[config.mk]
export PLATFORM = sky130hd
export DESIGN_NAME = mmu_control
export DESIGN_NICKNAME = d
export VERILOG_FILES = /design/src/hdl/mmu_cmd_pkg.sv /design/src/hdl/mmu_control.sv
export SDC_FILE = /design/constraint.sdc
export NUM_CORES = 1
export LEC_CHECK = 0
export BUFFER_PORTS_ARGS = -buffer_cell sky130_fd_sc_hd__buf_2
export CAP_MARGIN = 20
export CORE_AREA = 5 5 42 44
export DETAILED_ROUTE_END_ITERATION = 10
export DIE_AREA = 0 0 47 49
export PLACE_DENSITY_LB_ADDON = 0.05
export REMOVE_ABC_BUFFERS = 1
export SLEW_MARGIN = 20
export SYNTH_ARGS = -nofsm -noshare
export SYNTH_HDL_FRONTEND = slang
export SYNTH_SLANG_ARGS = --single-unit
export TNS_END_PERCENT = 100
[constraint.sdc]
create_clock -name clk -period 1.04 [get_ports clk]
set_input_delay 0.052 -clock clk [delete_from_list [all_inputs] [get_ports clk]]
set_output_delay 0.052 -clock clk [all_outputs]
set_load 0.02 [all_outputs]
[src/hdl/mmu_cmd_pkg.sv]
//----------------------------------------
// Command side types of the page unit
// Command opcodes and fill states
//----------------------------------------

package mmu_cmd_pkg;

    //----------------------------------------
    // Command opcodes, one per operation
    //----------------------------------------
    typedef enum logic [2:0] {
        CMD_NOP       = 3'd0,           // Nothing
        CMD_MAP_WR    = 3'd1,           // Write page map entry
        CMD_BUS_REQ   = 3'd2,           // Bus request, load page and mark it
        CMD_PAGE_SET  = 3'd3,           // Load page register from data
        CMD_ACCESS_WR = 3'd4,           // Write used and dirty bits
        CMD_REPRIO_WR = 3'd5,           // Write reprioritize bit
        CMD_FILL      = 3'd6            // Start reprioritize fill
    } mmu_cmd_e;

    //----------------------------------------
    // Fill sequencer states
    //----------------------------------------
    typedef enum logic {
        FILL_IDLE = 1'b0,               // No fill, memory full status high
        FILL_RUN  = 1'b1                // Writing ones up to the last page
    } fill_state_e;

endpackage

[src/hdl/mmu_control.sv]
//----------------------------------------
// Command decoder and fill sequencer
// Turns the command strobe into write
// strobes and steps the fill counter
//----------------------------------------

module mmu_control (
    input  logic                  clk,
    input  logic                  reset,
    input  logic                  i_cmd_valid,  // One cycle command strobe
    input  mmu_cmd_pkg::mmu_cmd_e i_cmd,        // Command opcode
    input  logic                  i_cnt_last,   // Fill counter at last page
    output logic                  o_map_we,     // Page map write
    output logic                  o_bus_req,    // Bus request
    output logic                  o_page_set,   // Page register load
    output logic                  o_access_we,  // Used/dirty write
    output logic                  o_reprio_we,  // Reprioritize bit write
    output logic                  o_fill_we,    // Fill writes a one
    output logic                  o_cnt_load,   // Load fill start page
    output logic                  o_cnt_step,   // Advance fill page
    output logic                  o_fill_done   // No fill in progress
);

    mmu_cmd_pkg::fill_state_e state;
    mmu_cmd_pkg::fill_state_e state_next;
    logic                     filling;          // State is FILL_RUN

    assign filling = (state == mmu_cmd_pkg::FILL_RUN);

    //----------------------------------------
    // Command decode
    //----------------------------------------
    always_comb begin
        o_map_we    = 1'b0;
        o_bus_req   = 1'b0;
        o_page_set  = 1'b0;
        o_access_we = 1'b0;
        o_reprio_we = 1'b0;
        o_cnt_load  = 1'b0;
        if (i_cmd_valid) begin
            case (i_cmd)
                mmu_cmd_pkg::CMD_MAP_WR:    o_map_we    = 1'b1;
                mmu_cmd_pkg::CMD_BUS_REQ:   o_bus_req   = 1'b1;
                mmu_cmd_pkg::CMD_PAGE_SET:  o_page_set  = 1'b1;
                mmu_cmd_pkg::CMD_ACCESS_WR: o_access_we = 1'b1;
                mmu_cmd_pkg::CMD_REPRIO_WR: o_reprio_we = !filling;  // Fill owns the bits
                mmu_cmd_pkg::CMD_FILL:      o_cnt_load  = !filling;  // No restart mid fill
                default: ;                                           // NOP
            endcase
        end
    end

    //----------------------------------------
    // Fill sequencer
    //----------------------------------------
    always_comb begin
        state_next = state;
        case (state)
            mmu_cmd_pkg::FILL_IDLE:
                if (o_cnt_load)
                    state_next = mmu_cmd_pkg::FILL_RUN;   // Start page loaded this edge
            mmu_cmd_pkg::FILL_RUN:
                if (i_cnt_last)
                    state_next = mmu_cmd_pkg::FILL_IDLE;  // Page 1023 written this edge
            default:
                state_next = mmu_cmd_pkg::FILL_IDLE;
        endcase
    end

    always_ff @(posedge clk) begin
        if (reset)
            state <= mmu_cmd_pkg::FILL_IDLE;
        else
            state <= state_next;
    end

    assign o_fill_we   = filling;               // One bit per cycle
    assign o_cnt_step  = filling;
    assign o_fill_done = !filling;              // Memory full status

endmodule

==> Word-level counts from Yosys, hierarchy flattened <==
Index checks and enable logic that the tools add are counted.
{ "word_totals": {"out_inout_bits": 9, "wordCells": 24, "input_bits": 7, "register_bits": 1} }
{ "classes": {"n_mux": 15, "n_reduce_logical": 1, "n_bitwise": 1, "n_eq_ne": 6} }
{ "ops": {"columns": ["op", "n"], "rows": [
  ["$mux 1", 14],
  ["$eq 3x3->1 const B", 3],
  ["$eq 3x2->1 const B", 2],
  ["$eq 3x1->1 const B", 1],
  ["$pmux 1 s2", 1],
  ["$logic_not 1->1", 1],
  ["$not 1->1", 1]
]} }

==> Logic depth before layout (Yosys ltp) <==
{ "logic_depth": {"ltp_word": 5, "mapped_depth": 2, "mapped_depth_nobuf": 2} }

==> Worst setup path before layout <==
No wires, ideal clock.
{ "synth_timing": {"path_type": "register to output", "start": "reg state (netlist: o_cnt_step)", "end": "out o_cnt_load", "required_ns": 0.988, "arrival_ns": 1.215, "path_buffers": 0, "path_stages_with_launch": 2, "setup_slack_ns": -0.227, "cell_sequence": "dfxtp_1 > nor4b_1"} }
{ "synth_via": {"elab_chain_cells": 3} }
{ "synth_lines": {"columns": ["item", "line_no", "text"], "rows": [
  ["from (decl)", "mmu_control.sv:24", "mmu_cmd_pkg::fill_state_e state;"],
  ["from (signal assigned)", "mmu_control.sv:72", "state <= mmu_cmd_pkg::FILL_IDLE;"],
  ["from (signal assigned)", "mmu_control.sv:74", "state <= state_next;"],
  ["$logic_not 1->1", "mmu_control.sv:47", "mmu_cmd_pkg::CMD_FILL: o_cnt_load = !filling;"],
  ["$mux 1", "mmu_control.sv:41", "case (i_cmd)"],
  ["$mux 1", "mmu_control.sv:40", "if (i_cmd_valid) begin"],
  ["to (decl)", "mmu_control.sv:19", "output logic o_cnt_load,"]
]} }
Every way passes these cells.

==> Final worst setup path <==
{ "layout_timing": {"start": "reg state (netlist: o_cnt_step)", "end": "reg state (netlist: o_cnt_step)"} }
{ "layout_via": {"elab_chain_cells": 5, "word_cells_on_any_way": 6, "classes_between": "mux: 4; bitwise: 1; reduce/logical: 1"} }
{ "layout_lines": {"columns": ["item", "line_no", "text"], "rows": [
  ["$logic_not 1->1", "mmu_control.sv:47", null],
  ["$mux 1", "mmu_control.sv:41", null],
  ["$mux 1", "mmu_control.sv:40", null],
  ["$mux 1", "mmu_control.sv:60", "if (o_cnt_load)"],
  ["$pmux 1 s2 *", "mmu_control.sv:58", "case (state)"]
]} }
Mark *: on every way between the ends. The rest lies on a longest branch, timed or not.
A chain may end at the register's enable or synchronous reset.

==> results by group <==
Run status
  • Status: finished clean

Job
  • Maxcap violations: 0

Setup path
  • Setup CP Type: reg -> reg
  • CP arrival: roughly 0.9 ns
  • CP Launch Type: flip-flop
  • Crit path max fanout: 5
  • Crit path required time: roughly 0.95 ns
  • CP Capture Type: flip-flop

Timing
  • Final hold viol count: 0
  • Worst slew margin: roughly 83%
  • RSZ-0062 raised after global routing: no
  • Tcrit/Tclk final: just over 90%
  • Worst-margin pin slew: approximately 0.25 ns
  • FMAX: slightly above 1000 MHz
  • Setup Skew: 0 ns
  • Final setup violation count: 0
  • Final Max Slew Viols: 0
  • Sum Neg Setup Slack: 0 ns
  • Fin crit period: 0.9727 ns

Finish
  • Final #Nets: 37
  • Fill cells: roughly 180
  • Flip-flop and latch area: ~20 um2
  • Post-Layout Cell Count: 44
  • Design area: between 200 and 250 um2
  • Layout cells sized above 1: 64.29%
  • Largest register FFs: 1
  • Final Util: 15.45%
  • Area Overhead vs Synth: 78.35%
  • Multi-input logic area: roughly 90 um2
  • N_diodes: 0

CTS
  • Quantity of hold-fixing buffers added after cts: 0
  • Clock transition at path regs: 0 ns
  • Post-cts sizing count: 0
  • Clk Latency, worst-skew pair: 0 ns
  • Postcts setup bufs: 0

Synthesis
  • Register bit total from synthesis: 1
  • Register area share after synthesis: 16.49%
  • Synth Warn #: 0
  • Synth unique cells: 12
  • Post-synthesis average cell area: slightly above 9 um2
  • Cell Area, Synth: approximately 120 um2
  • Mapped Cells: 13

Power and ir drop
  • Total power: ~100 uW
  • Lkg Pwr: about 0.11 nW
  • VDD IR max: between 200 and 250 uV
  • Pwr Density: 454.4 nW/um2

Floorplan
  • Row count: 14
  • Die Height: 49 um
  • Die W: 47 um
  • Ports: 16
  • Die ar.: approximately 2300 um2
  • Initial Utilization: 8.661%
  • Core area: between 1000 and 1500 um2

Route
  • Wire per inst: 10.55 um
  • Remaining DRCs: 0
  • DR iter-0 viols: 1
  • Vias per Instance: a little under 4
  • Via Count: 174
  • Final wirelength: about 460 um
  • Post-route antenna net violation count: 0
  • First-pass detailed-route iteration total: 2

Place
  • GPL Wtd Cong: about 0.63
  • Detail Placement HPWL: around 400 um
  • Port Buf Inserts: 15
  • Cell Count Post-Placement: 44
  • Dpl cell area: around 220 um2

Global route
  • Initial antenna violation count: 0
  • Vias in the first global route: roughly 160
  • Largest net degree at the start of global routing: 8
  • Grt total ovfl: 0
  • Total track usage: under 10%
  • First-pass GRT wire length: roughly 650 um

Worst hold path
  • Hold Path Class: in -> reg
[cells in the mapped netlist]
cell type	instances	area share (%)
nand2_1	1	3.1
o32ai_2	1	13
nor4bb_1	1	8.2
inv_1	1	3.1
and4bb_2	1	10
buf_4	1	6.2
or3b_1	1	7.2
dfxtp_1	1	16
nor4b_1	2	14
and4b_1	1	8.2
nand2b_1	1	5.2
nor3_1	1	4.1
[cell type report]
cell class,instances,area share (%)
inverters,1,1.734
flip-flops and latches,1,9.249
repair buffers,16,38.15
multi-input cells,10,41.62
well taps,16,9.249
[metal layers]
metal	up-vias	share of wire [%]	track usage [%]	wire length (um)
met5	-	0	0	0
met4	0	0	0	0
met3	0	22	1.107	101
met2	13	42	5.656	196
met1	79	36	4.803	165
li1	82	-	-	-
[metrics by stage]
step,hold slack (ns),worst slack (ns)
finish,0.2556,0.06732
global route,0.2693,0.02101
CTS,0.2608,0.03655
detailed placement,0.2608,0.04014
global placement,0.2525,0.05787
floorplan,0.1447,-0.3115
[critical path, cell delays in order, from the launching register on]
cell and delay (ns):
dfxtp_1 0.32, or3b_1 0.37, o32ai_2 0.19
[cells by family (layout without fill, tap and decap cells)]
kind of cell / Yosys count / count (layout) / synth area share [%]
compound gates: 1 / 1 / 13.41
buf+inv: 2 / 17 / 9.278
flops: 1 / 1 / 16.50
simple gates: 9 / 9 / 60.82
[cells in the final DEF (no fill, tap or decap), drive strengths merged]
cell and n:
nor4bb 1, and4bb 1, dfxtp 1, buf 16
and4b 1, o32ai 1, or3b 1, nor4b 2
nand2 1, nor3 1, inv 1, nand2b 1
[final timing paths]
check                  start  slack [ns]    endpoint  depth (start not counted)
setup / recovery  o_cnt_step        0.07  o_cnt_step                          2
hold / removal         reset        0.26  o_cnt_step                          2
setup reg to reg  o_cnt_step        0.07  o_cnt_step                          2
hold reg to reg   o_cnt_step        0.54  o_cnt_step                          2
[report_power, final]
part | internal, mW | switching [mW]
registers | 0.0401 | 0.00115
clock network | 0 | 0
logic | 0.0251 | 0.0320
Note: power is estimated with default switching activity, not from simulation.
