--- src/include/mmu_consts.svh ---
//----------------------------------------
// Page management unit constants
// Page, offset and address widths,
// map entry width and page count
//----------------------------------------
`ifndef MMU_CONSTS_SVH
`define MMU_CONSTS_SVH

// Virtual and physical page number
`define MMU_PAGE_BITS    10

// Word offset inside a page
`define MMU_OFFSET_BITS  10

// Full address, page plus offset
`define MMU_VADDR_BITS   20

// Map entry, physical page in the upper bits
`define MMU_MAP_BITS     20

// Pages covered by the map and the bit arrays
`define MMU_PAGES        1024

`endif
--- src/hdl/besm_bus_pkg.sv ---
//----------------------------------------
// Bus side types of the page unit
// Arbiter opcodes, page numbers,
// addresses and map words
//----------------------------------------
`include "mmu_consts.svh"

package besm_bus_pkg;

    //----------------------------------------
    // Arbiter opcodes
    //----------------------------------------
    typedef enum logic [3:0] {
        ARB_NOP = 4'd0,                 // No bus cycle
        CCRD    = 4'd1,                 // Instruction cache read
        CCWR    = 4'd2,                 // Instruction cache write
        DCRD    = 4'd3,                 // Operand cache read
        DCWR    = 4'd4,                 // Operand cache write
        DRD     = 4'd9,                 // Direct read
        DWR     = 4'd10,                // Result write
        RDMWR   = 4'd11,                // Read-modify-write
        BTRWR   = 4'd12,                // Block transfer write
        BTRRD   = 4'd13                 // Block transfer read
    } arb_op_e;

    //----------------------------------------
    // Address types
    //----------------------------------------
    typedef logic [`MMU_PAGE_BITS-1:0]  page_t;       // Page number
    typedef logic [`MMU_VADDR_BITS-1:0] vaddr_t;      // Virtual or physical address
    typedef logic [`MMU_MAP_BITS-1:0]   map_entry_t;  // Page map word

endpackage

--- src/hdl/fill_counter.sv ---
//----------------------------------------
// Fill page counter
// Loads the start page, counts up and
// flags the last page
//----------------------------------------
`include "mmu_consts.svh"

module fill_counter #(
    parameter int WIDTH = `MMU_PAGE_BITS    // Page number width
) (
    input  logic                clk,
    input  logic                reset,
    input  logic                i_load,         // Load start page
    input  besm_bus_pkg::page_t i_load_value,   // Start page
    input  logic                i_step,         // Next page
    output besm_bus_pkg::page_t o_count,        // Page written next
    output logic                o_last          // Count is all ones
);

    logic [WIDTH-1:0] count;

    always_ff @(posedge clk) begin
        if (reset)
            count <= '0;
        else if (i_load)
            count <= WIDTH'(i_load_value);      // Fill begins at page register
        else if (i_step)
            count <= count + 1'b1;              // Wraps after last page
    end

    assign o_count = besm_bus_pkg::page_t'(count);
    assign o_last  = &count;                    // Page 1023

endmodule

--- config.mk ---
export PLATFORM = sky130hd
export DESIGN_NAME = fill_counter
export DESIGN_NICKNAME = d
export VERILOG_FILES = /design/src/hdl/besm_bus_pkg.sv /design/src/hdl/fill_counter.sv
export VERILOG_INCLUDE_DIRS = /design/src /design/src/include
export SDC_FILE = /design/constraint.sdc
export NUM_CORES = 1
export LEC_CHECK = 0
export BUFFER_PORTS_ARGS = -buffer_cell sky130_fd_sc_hd__buf_2
export CORE_MARGIN = 3
export CORE_UTILIZATION = 40
export CTS_CLUSTER_SIZE = 14
export DETAILED_ROUTE_END_ITERATION = 12
export GPL_ROUTABILITY_DRIVEN = 0
export PLACE_DENSITY = 0.83
export SYNTH_ARGS = -nofsm -noshare
export SYNTH_HDL_FRONTEND = slang
export SYNTH_SLANG_ARGS = --single-unit
--- constraint.sdc ---
create_clock -name clk -period 1.41 [get_ports clk]
set_input_delay 0.141 -clock clk [delete_from_list [all_inputs] [get_ports clk]]
set_output_delay 0.141 -clock clk [all_outputs]
set_load 0.005 [all_outputs]
# Yosys cells after proc, flatten, opt, wreduce, memory -nomap -nowiden
# Cells that the tools add are included.
# op_classes
add_sub_neg	1
n_mux	2
reduce_logical	2
# ops
cell	n
two-way mux 10 bit	2
adder 10 x 1 -> 10 bit, second input constant	1
AND reduction 10 bit	1
nonzero test 2 bit	1
# word_totals
ff_bits	10
input_bits	14
output_inout_bits	11

# Depth between registers and ports, before layout
# logic_depth
ltp_word	3
mapped_depth	5
mapped_depth_nobuf	4

# Least setup slack after synthesis
# OpenSTA, ideal clock, no wires.
# synth_path
path_type	register to register
startpoint	register count[0], in the netlist o_count[0]
endpoint	register count[6], in the netlist o_count[6]
setup_ps	91
arrival_ps	1369
required_ps	1319
path_slack_ps	-50
stages_incl_launch_ff	5
path_cell_list	dfxtp_1 -> ha_1 -> nand2_1 -> or3_2 -> a311oi_1
# synth_between
elab_chain_cells	3
# synth_rtl
element	line	text
start: declaration	fill_counter.sv:20	logic [WIDTH-1:0] count;
start signal: assignment	fill_counter.sv:26	count <= WIDTH'(i_load_value);
start signal: assignment	fill_counter.sv:28	count <= count + 1'b1;
adder 10 x 1 -> 10 bit	fill_counter.sv:28	
two-way mux 10 bit	fill_counter.sv:27	else if (i_step)
two-way mux 10 bit	fill_counter.sv:25	else if (i_load)
# Every way passes these cells. The select of a mux whose other input is x is not followed.
# A chain may end at the register's enable or synchronous reset.

# Worst setup path in the final report
# layout_path
startpoint	register count[1], in the netlist o_count[1]
endpoint	output port o_last
# layout_between
elab_chain_cells	1
# layout_rtl
element	line	text
AND reduction 10 bit	fill_counter.sv:32	assign o_last = &count;
end: declaration	fill_counter.sv:17	output logic o_last
# Every way passes these cells.

==> flow_summary.html <==
<table>
<tr><th>Metric</th><th>Value</th></tr>
<tr><th colspan="2">Status</th></tr>
<tr><td>Outcome</td><td>completed</td></tr>
<tr><th colspan="2">CTS</th></tr>
<tr><td>Clock buffer count from CTS</td><td>3</td></tr>
<tr><td>Number of levels the H-tree was split into</td><td>1</td></tr>
<tr><td>TritonCTS clock tree</td><td>built</td></tr>
<tr><td>Clock latency on the worst-skew pair</td><td>between 0.2 and 0.3 ns</td></tr>
<tr><td>Buffer levels on the longest clock path</td><td>2</td></tr>
<tr><td>Clock sink count</td><td>10</td></tr>
<tr><td>Cts hold-fix bufs</td><td>0</td></tr>
<tr><td>Clock slew at the register clock pins of the worst setup and hold paths</td><td>0.07 ns</td></tr>
<tr><td>Buffer type at the clock tree root</td><td>sky130_fd_sc_hd__clkbuf_4</td></tr>
<tr><th colspan="2">Routing</th></tr>
<tr><td>Initial detailed-routing violation count</td><td>24</td></tr>
<tr><td>Total Wirelength</td><td>1.760 mm</td></tr>
<tr><td>Via density per instance</td><td>5.661</td></tr>
<tr><td>Detailed-route DRC error count</td><td>0</td></tr>
<tr><td>Number of nets with antenna violations after detailed routing</td><td>0</td></tr>
<tr><td>Total vias in the final route</td><td>roughly 700</td></tr>
<tr><td>Detailed-routing iteration count for the pre-antenna-repair pass</td><td>4</td></tr>
<tr><td>Detailed-route wire length per cell</td><td>14.19 um</td></tr>
<tr><th colspan="2">Run</th></tr>
<tr><td>Max capacitance violation total</td><td>0</td></tr>
<tr><th colspan="2">Synthesis</th></tr>
<tr><td>Leading register cell type out of synthesis</td><td>sky130_fd_sc_hd__dfxtp_1</td></tr>
<tr><td>Leading cell types by count after synthesis</td><td>sky130_fd_sc_hd__dfxtp_1 (10), sky130_fd_sc_hd__nand2_1 (6), sky130_fd_sc_hd__nand3_1 (5), sky130_fd_sc_hd__nor2_1 (5)</td></tr>
<tr><td>Post-Synthesis Cells</td><td>slightly below 70</td></tr>
<tr><td>Share of synthesized area occupied by flip-flops and latches</td><td>0.3448</td></tr>
<tr><td>Net count after synthesis</td><td>84</td></tr>
<tr><td>Synth area leaders</td><td>sky130_fd_sc_hd__dfxtp_1 (34%), sky130_fd_sc_hd__xor2_1 (6.0%), sky130_fd_sc_hd__o211ai_1 (5.2%)</td></tr>
<tr><td>Count of flip-flops with a built-in enable after synthesis</td><td>0</td></tr>
<tr><td>Fraction of registers with async set/reset</td><td>0</td></tr>
<tr><td>Average instance area after synthesis</td><td>8.414 um2</td></tr>
<tr><td>Cell type with the highest aggregate area in the netlist</td><td>sky130_fd_sc_hd__dfxtp_1</td></tr>
<tr><td>Yosys top cell area share</td><td>0.3448</td></tr>
<tr><td>Distinct cell type count after synthesis</td><td>26</td></tr>
<tr><td>Synth Warn #</td><td>0</td></tr>
<tr><td>Most repeated cell in the gate-level netlist after synthesis</td><td>sky130_fd_sc_hd__dfxtp_1</td></tr>
<tr><td>Number of storage elements in the synthesis netlist</td><td>10</td></tr>
<tr><td>Area of the mapped netlist</td><td>580.6 um2</td></tr>
<tr><th colspan="2">Finish</th></tr>
<tr><td>Area growth, synth to finish</td><td>54.31%</td></tr>
<tr><td>Max FFs per register</td><td>10</td></tr>
<tr><td>Antenna fix cells</td><td>0</td></tr>
<tr><td>Share of final-layout standard cells stronger than drive strength 1</td><td>0.5229</td></tr>
<tr><td>Final standard cell area without fillers</td><td>895.9 um2</td></tr>
<tr><td>Final Instance Count excl. Fillers</td><td>124</td></tr>
<tr><td>Post-layout net count</td><td>125</td></tr>
<tr><th colspan="2">Global routing</th></tr>
<tr><td>Remaining global-route overflow</td><td>0</td></tr>
<tr><td>Largest net degree at the start of global routing</td><td>15</td></tr>
<tr><td>Total track usage</td><td>0.1888</td></tr>
<tr><td>Vias in the first global route</td><td>604</td></tr>
<tr><td>Global-route wire length before repair</td><td>approximately 2.7 mm</td></tr>
<tr><td>Antenna violations before repair</td><td>0</td></tr>
<tr><th colspan="2">Setup path</th></tr>
<tr><td>Arrival time of data at the critical path endpoint</td><td>1.24 ns</td></tr>
<tr><td>Number of cells on the worst reg-to-reg path</td><td>6</td></tr>
<tr><td>Worst Path Max Fanout</td><td>3</td></tr>
<tr><td>End of the critical path</td><td>o_last</td></tr>
<tr><td>Internal reg-to-reg setup slack</td><td>0.07 ns</td></tr>
<tr><td>Reg2Reg Capture Point</td><td>o_count[8]</td></tr>
<tr><td>Reg-to-reg startpoint</td><td>o_count[1]</td></tr>
<tr><td>Crit path launch</td><td>o_count[1]</td></tr>
<tr><td>Worst Setup Path Type</td><td>reg2out</td></tr>
<tr><td>Crit-path slowest cell</td><td>sky130_fd_sc_hd__dfxtp_2</td></tr>
<tr><td>Worst path max stage delay</td><td>about 0.36 ns</td></tr>
<tr><td>CP Cell Sequence</td><td>ha_4 &gt; buf_6 &gt; nand3_2 &gt; nor3_2 &gt; buf_2</td></tr>
<tr><td>Endpoint kind of the worst setup timing path</td><td>primary output</td></tr>
<tr><td>CP Data Required Time</td><td>approximately 1.3 ns</td></tr>
<tr><td>Element type at the critical path start</td><td>flip-flop</td></tr>
<tr><th colspan="2">Timing</th></tr>
<tr><td>Peak Freq</td><td>722.0 MHz</td></tr>
<tr><td>Number of slew-limit violations in the final report</td><td>0</td></tr>
<tr><td>RSZ-0062 raised after global routing</td><td>true</td></tr>
<tr><td>Worst clock skew on the final layout</td><td>0.0006788 ns</td></tr>
<tr><td>Worst-case headroom to the max-slew limit</td><td>0.7527</td></tr>
<tr><td>Least-Margin Pin Slew</td><td>0.3706 ns</td></tr>
<tr><td>Period minus WS final</td><td>roughly 1.4 ns</td></tr>
<tr><td>Smallest hold slack</td><td>just under 0.1 ns</td></tr>
<tr><td>Sum of negative setup slack</td><td>0 ns</td></tr>
<tr><td>Final hold vios</td><td>0</td></tr>
<tr><td>Final-report setup violation count</td><td>0</td></tr>
<tr><td>Crit share post-route</td><td>0.9823</td></tr>
<tr><th colspan="2">Die</th></tr>
<tr><td>Die boundary width</td><td>44.10 um</td></tr>
<tr><td>Std-Cell Rows</td><td>13</td></tr>
<tr><td>Initial Utilization</td><td>0.4353</td></tr>
<tr><td>Die footprint</td><td>1944 um2</td></tr>
<tr><td>Y dimension of the die</td><td>around 44 um</td></tr>
<tr><td>Core region area</td><td>1334 um2</td></tr>
<tr><td>Number of primary I/O pins</td><td>25</td></tr>
<tr><th colspan="2">Placed design</th></tr>
<tr><td>Count of placed standard cells including taps</td><td>approximately 120</td></tr>
<tr><td>Count of input and output buffers</td><td>24</td></tr>
<tr><td>Detailed placer's ending HPWL</td><td>1.206 mm</td></tr>
<tr><td>Post-detailed-placement cell area</td><td>798.3 um2</td></tr>
<tr><th colspan="2">Worst hold path</th></tr>
<tr><td>HP Class</td><td>in2reg</td></tr>
<tr><th colspan="2">Pwr</th></tr>
<tr><td>LEAKAGE</td><td>0.3845 nW</td></tr>
<tr><td>Maximum ir drop on the vdd rail</td><td>0.0003902 V</td></tr>
<tr><td>Total power</td><td>754.5 uW</td></tr>
<tr><td>Power per cell area</td><td>~840 nW/um2</td></tr>
</table>
==> cells in the final DEF (no fill, tap or decap), drive strengths merged, types with 2 or more instances in the layout <==
cell type	instances
buf	40
dfxtp	10
nand2	6
nor2	5
nand3	5
a21oi	4
o211ai	4
xor2	4
nand4	4
clkbuf	4
nor3b	3
or4	3
a211oi	3
o21ai	2
a311oi	2
or3	2
==> how the worst min path moves through the flow <==
stage / start / endpoint / cells past startpoint
6_report: i_load_value[0] / o_count[0] / 3
5_1_grt: i_load_value[1] / o_count[1] / 3
4_1_cts: i_load_value[0] / o_count[0] / 3
3_5_place_dp: i_load_value[0] / o_count[0] / 3
3_3_place_gp: i_load_value[1] / o_count[1] / 3
2_1_floorplan: i_load_value[0] / o_count[0] / 2
==> where the power goes <==
group,switching (mW),internal [mW],leakage [nW]
sequential,0.0204,0.305,0.0854
clock,0.115,0.157,0.0210
combinational,0.0747,0.0823,0.278
total,0.211,0.544,0.384
==> stage by stage <==
stage / util / setup WS [ns]
6_report: 0.6717 / 0.02500
4_1_cts: 0.6454 / 0.007668
5_1_grt: 0.6717 / -0.02452
3_5_place_dp: 0.5985 / 0.008454
2_1_floorplan: - / 0.002416
3_3_place_gp: 0.5985 / 0.06747
==> metal layers <==
metal | global-route usage | wire length [um]
met1 | 0.2219 | 722
met2 | 0.3140 | 839
met5 | 0 | 0
met3 | 0.02846 | 131
met4 | 0.1265 | 67
==> logic make-up (layout without fill, tap and decap cells) <==
kind of cell / Yosys count / in the layout / share of synthesized area
and+or+nand+nor: 30 / 30 / 0.3082
AOI/OAI and AO/OA: 18 / 18 / 0.2091
DFF: 10 / 10 / 0.3448
buffers and inverters: 5 / 45 / 0.03664
xor gates and xnor gates: 4 / 4 / 0.06034
adders and majority gates: 1 / 1 / 0.02155
muxes: 1 / 1 / 0.01940
==> cell type report <==
| type | count | area [um2] |
|---|---|---|
| Sequential cell | 10 | 211.5 |
| Clock buffer | 4 | 36.28 |
| Multi-Input combinational cell | 54 | 381.6 |
| Inverter | 1 | 3.754 |
| Fill cell | 132 | 437.9 |
| Timing Repair Buffer | 40 | 244.0 |
| Tap cell | 15 | 18.77 |
==> critical path: cells and delay by family, from the launching register on <==
| family | cells | cell delay, ns |
|---|---|---|
| AND/OR/NAND/NOR | 2 | 0.25 |
| buffers and inverters | 2 | 0.23 |
| flip-flops | 1 | 0.36 |
| adder cells (fa/ha/maj) | 1 | 0.14 |
==> timing repair <==
| item | in CTS | in global routing |
|---|---|---|
| pin swaps | 0 | 3 |
| hold endpoints to repair | 0 | 0 |
| endpoints found under the setup margin | 2 | 2 |
| gates resized for setup | 5 | 4 |
| setup buffers | 2 | 2 |
Note: power is estimated with default switching activity, not from simulation.
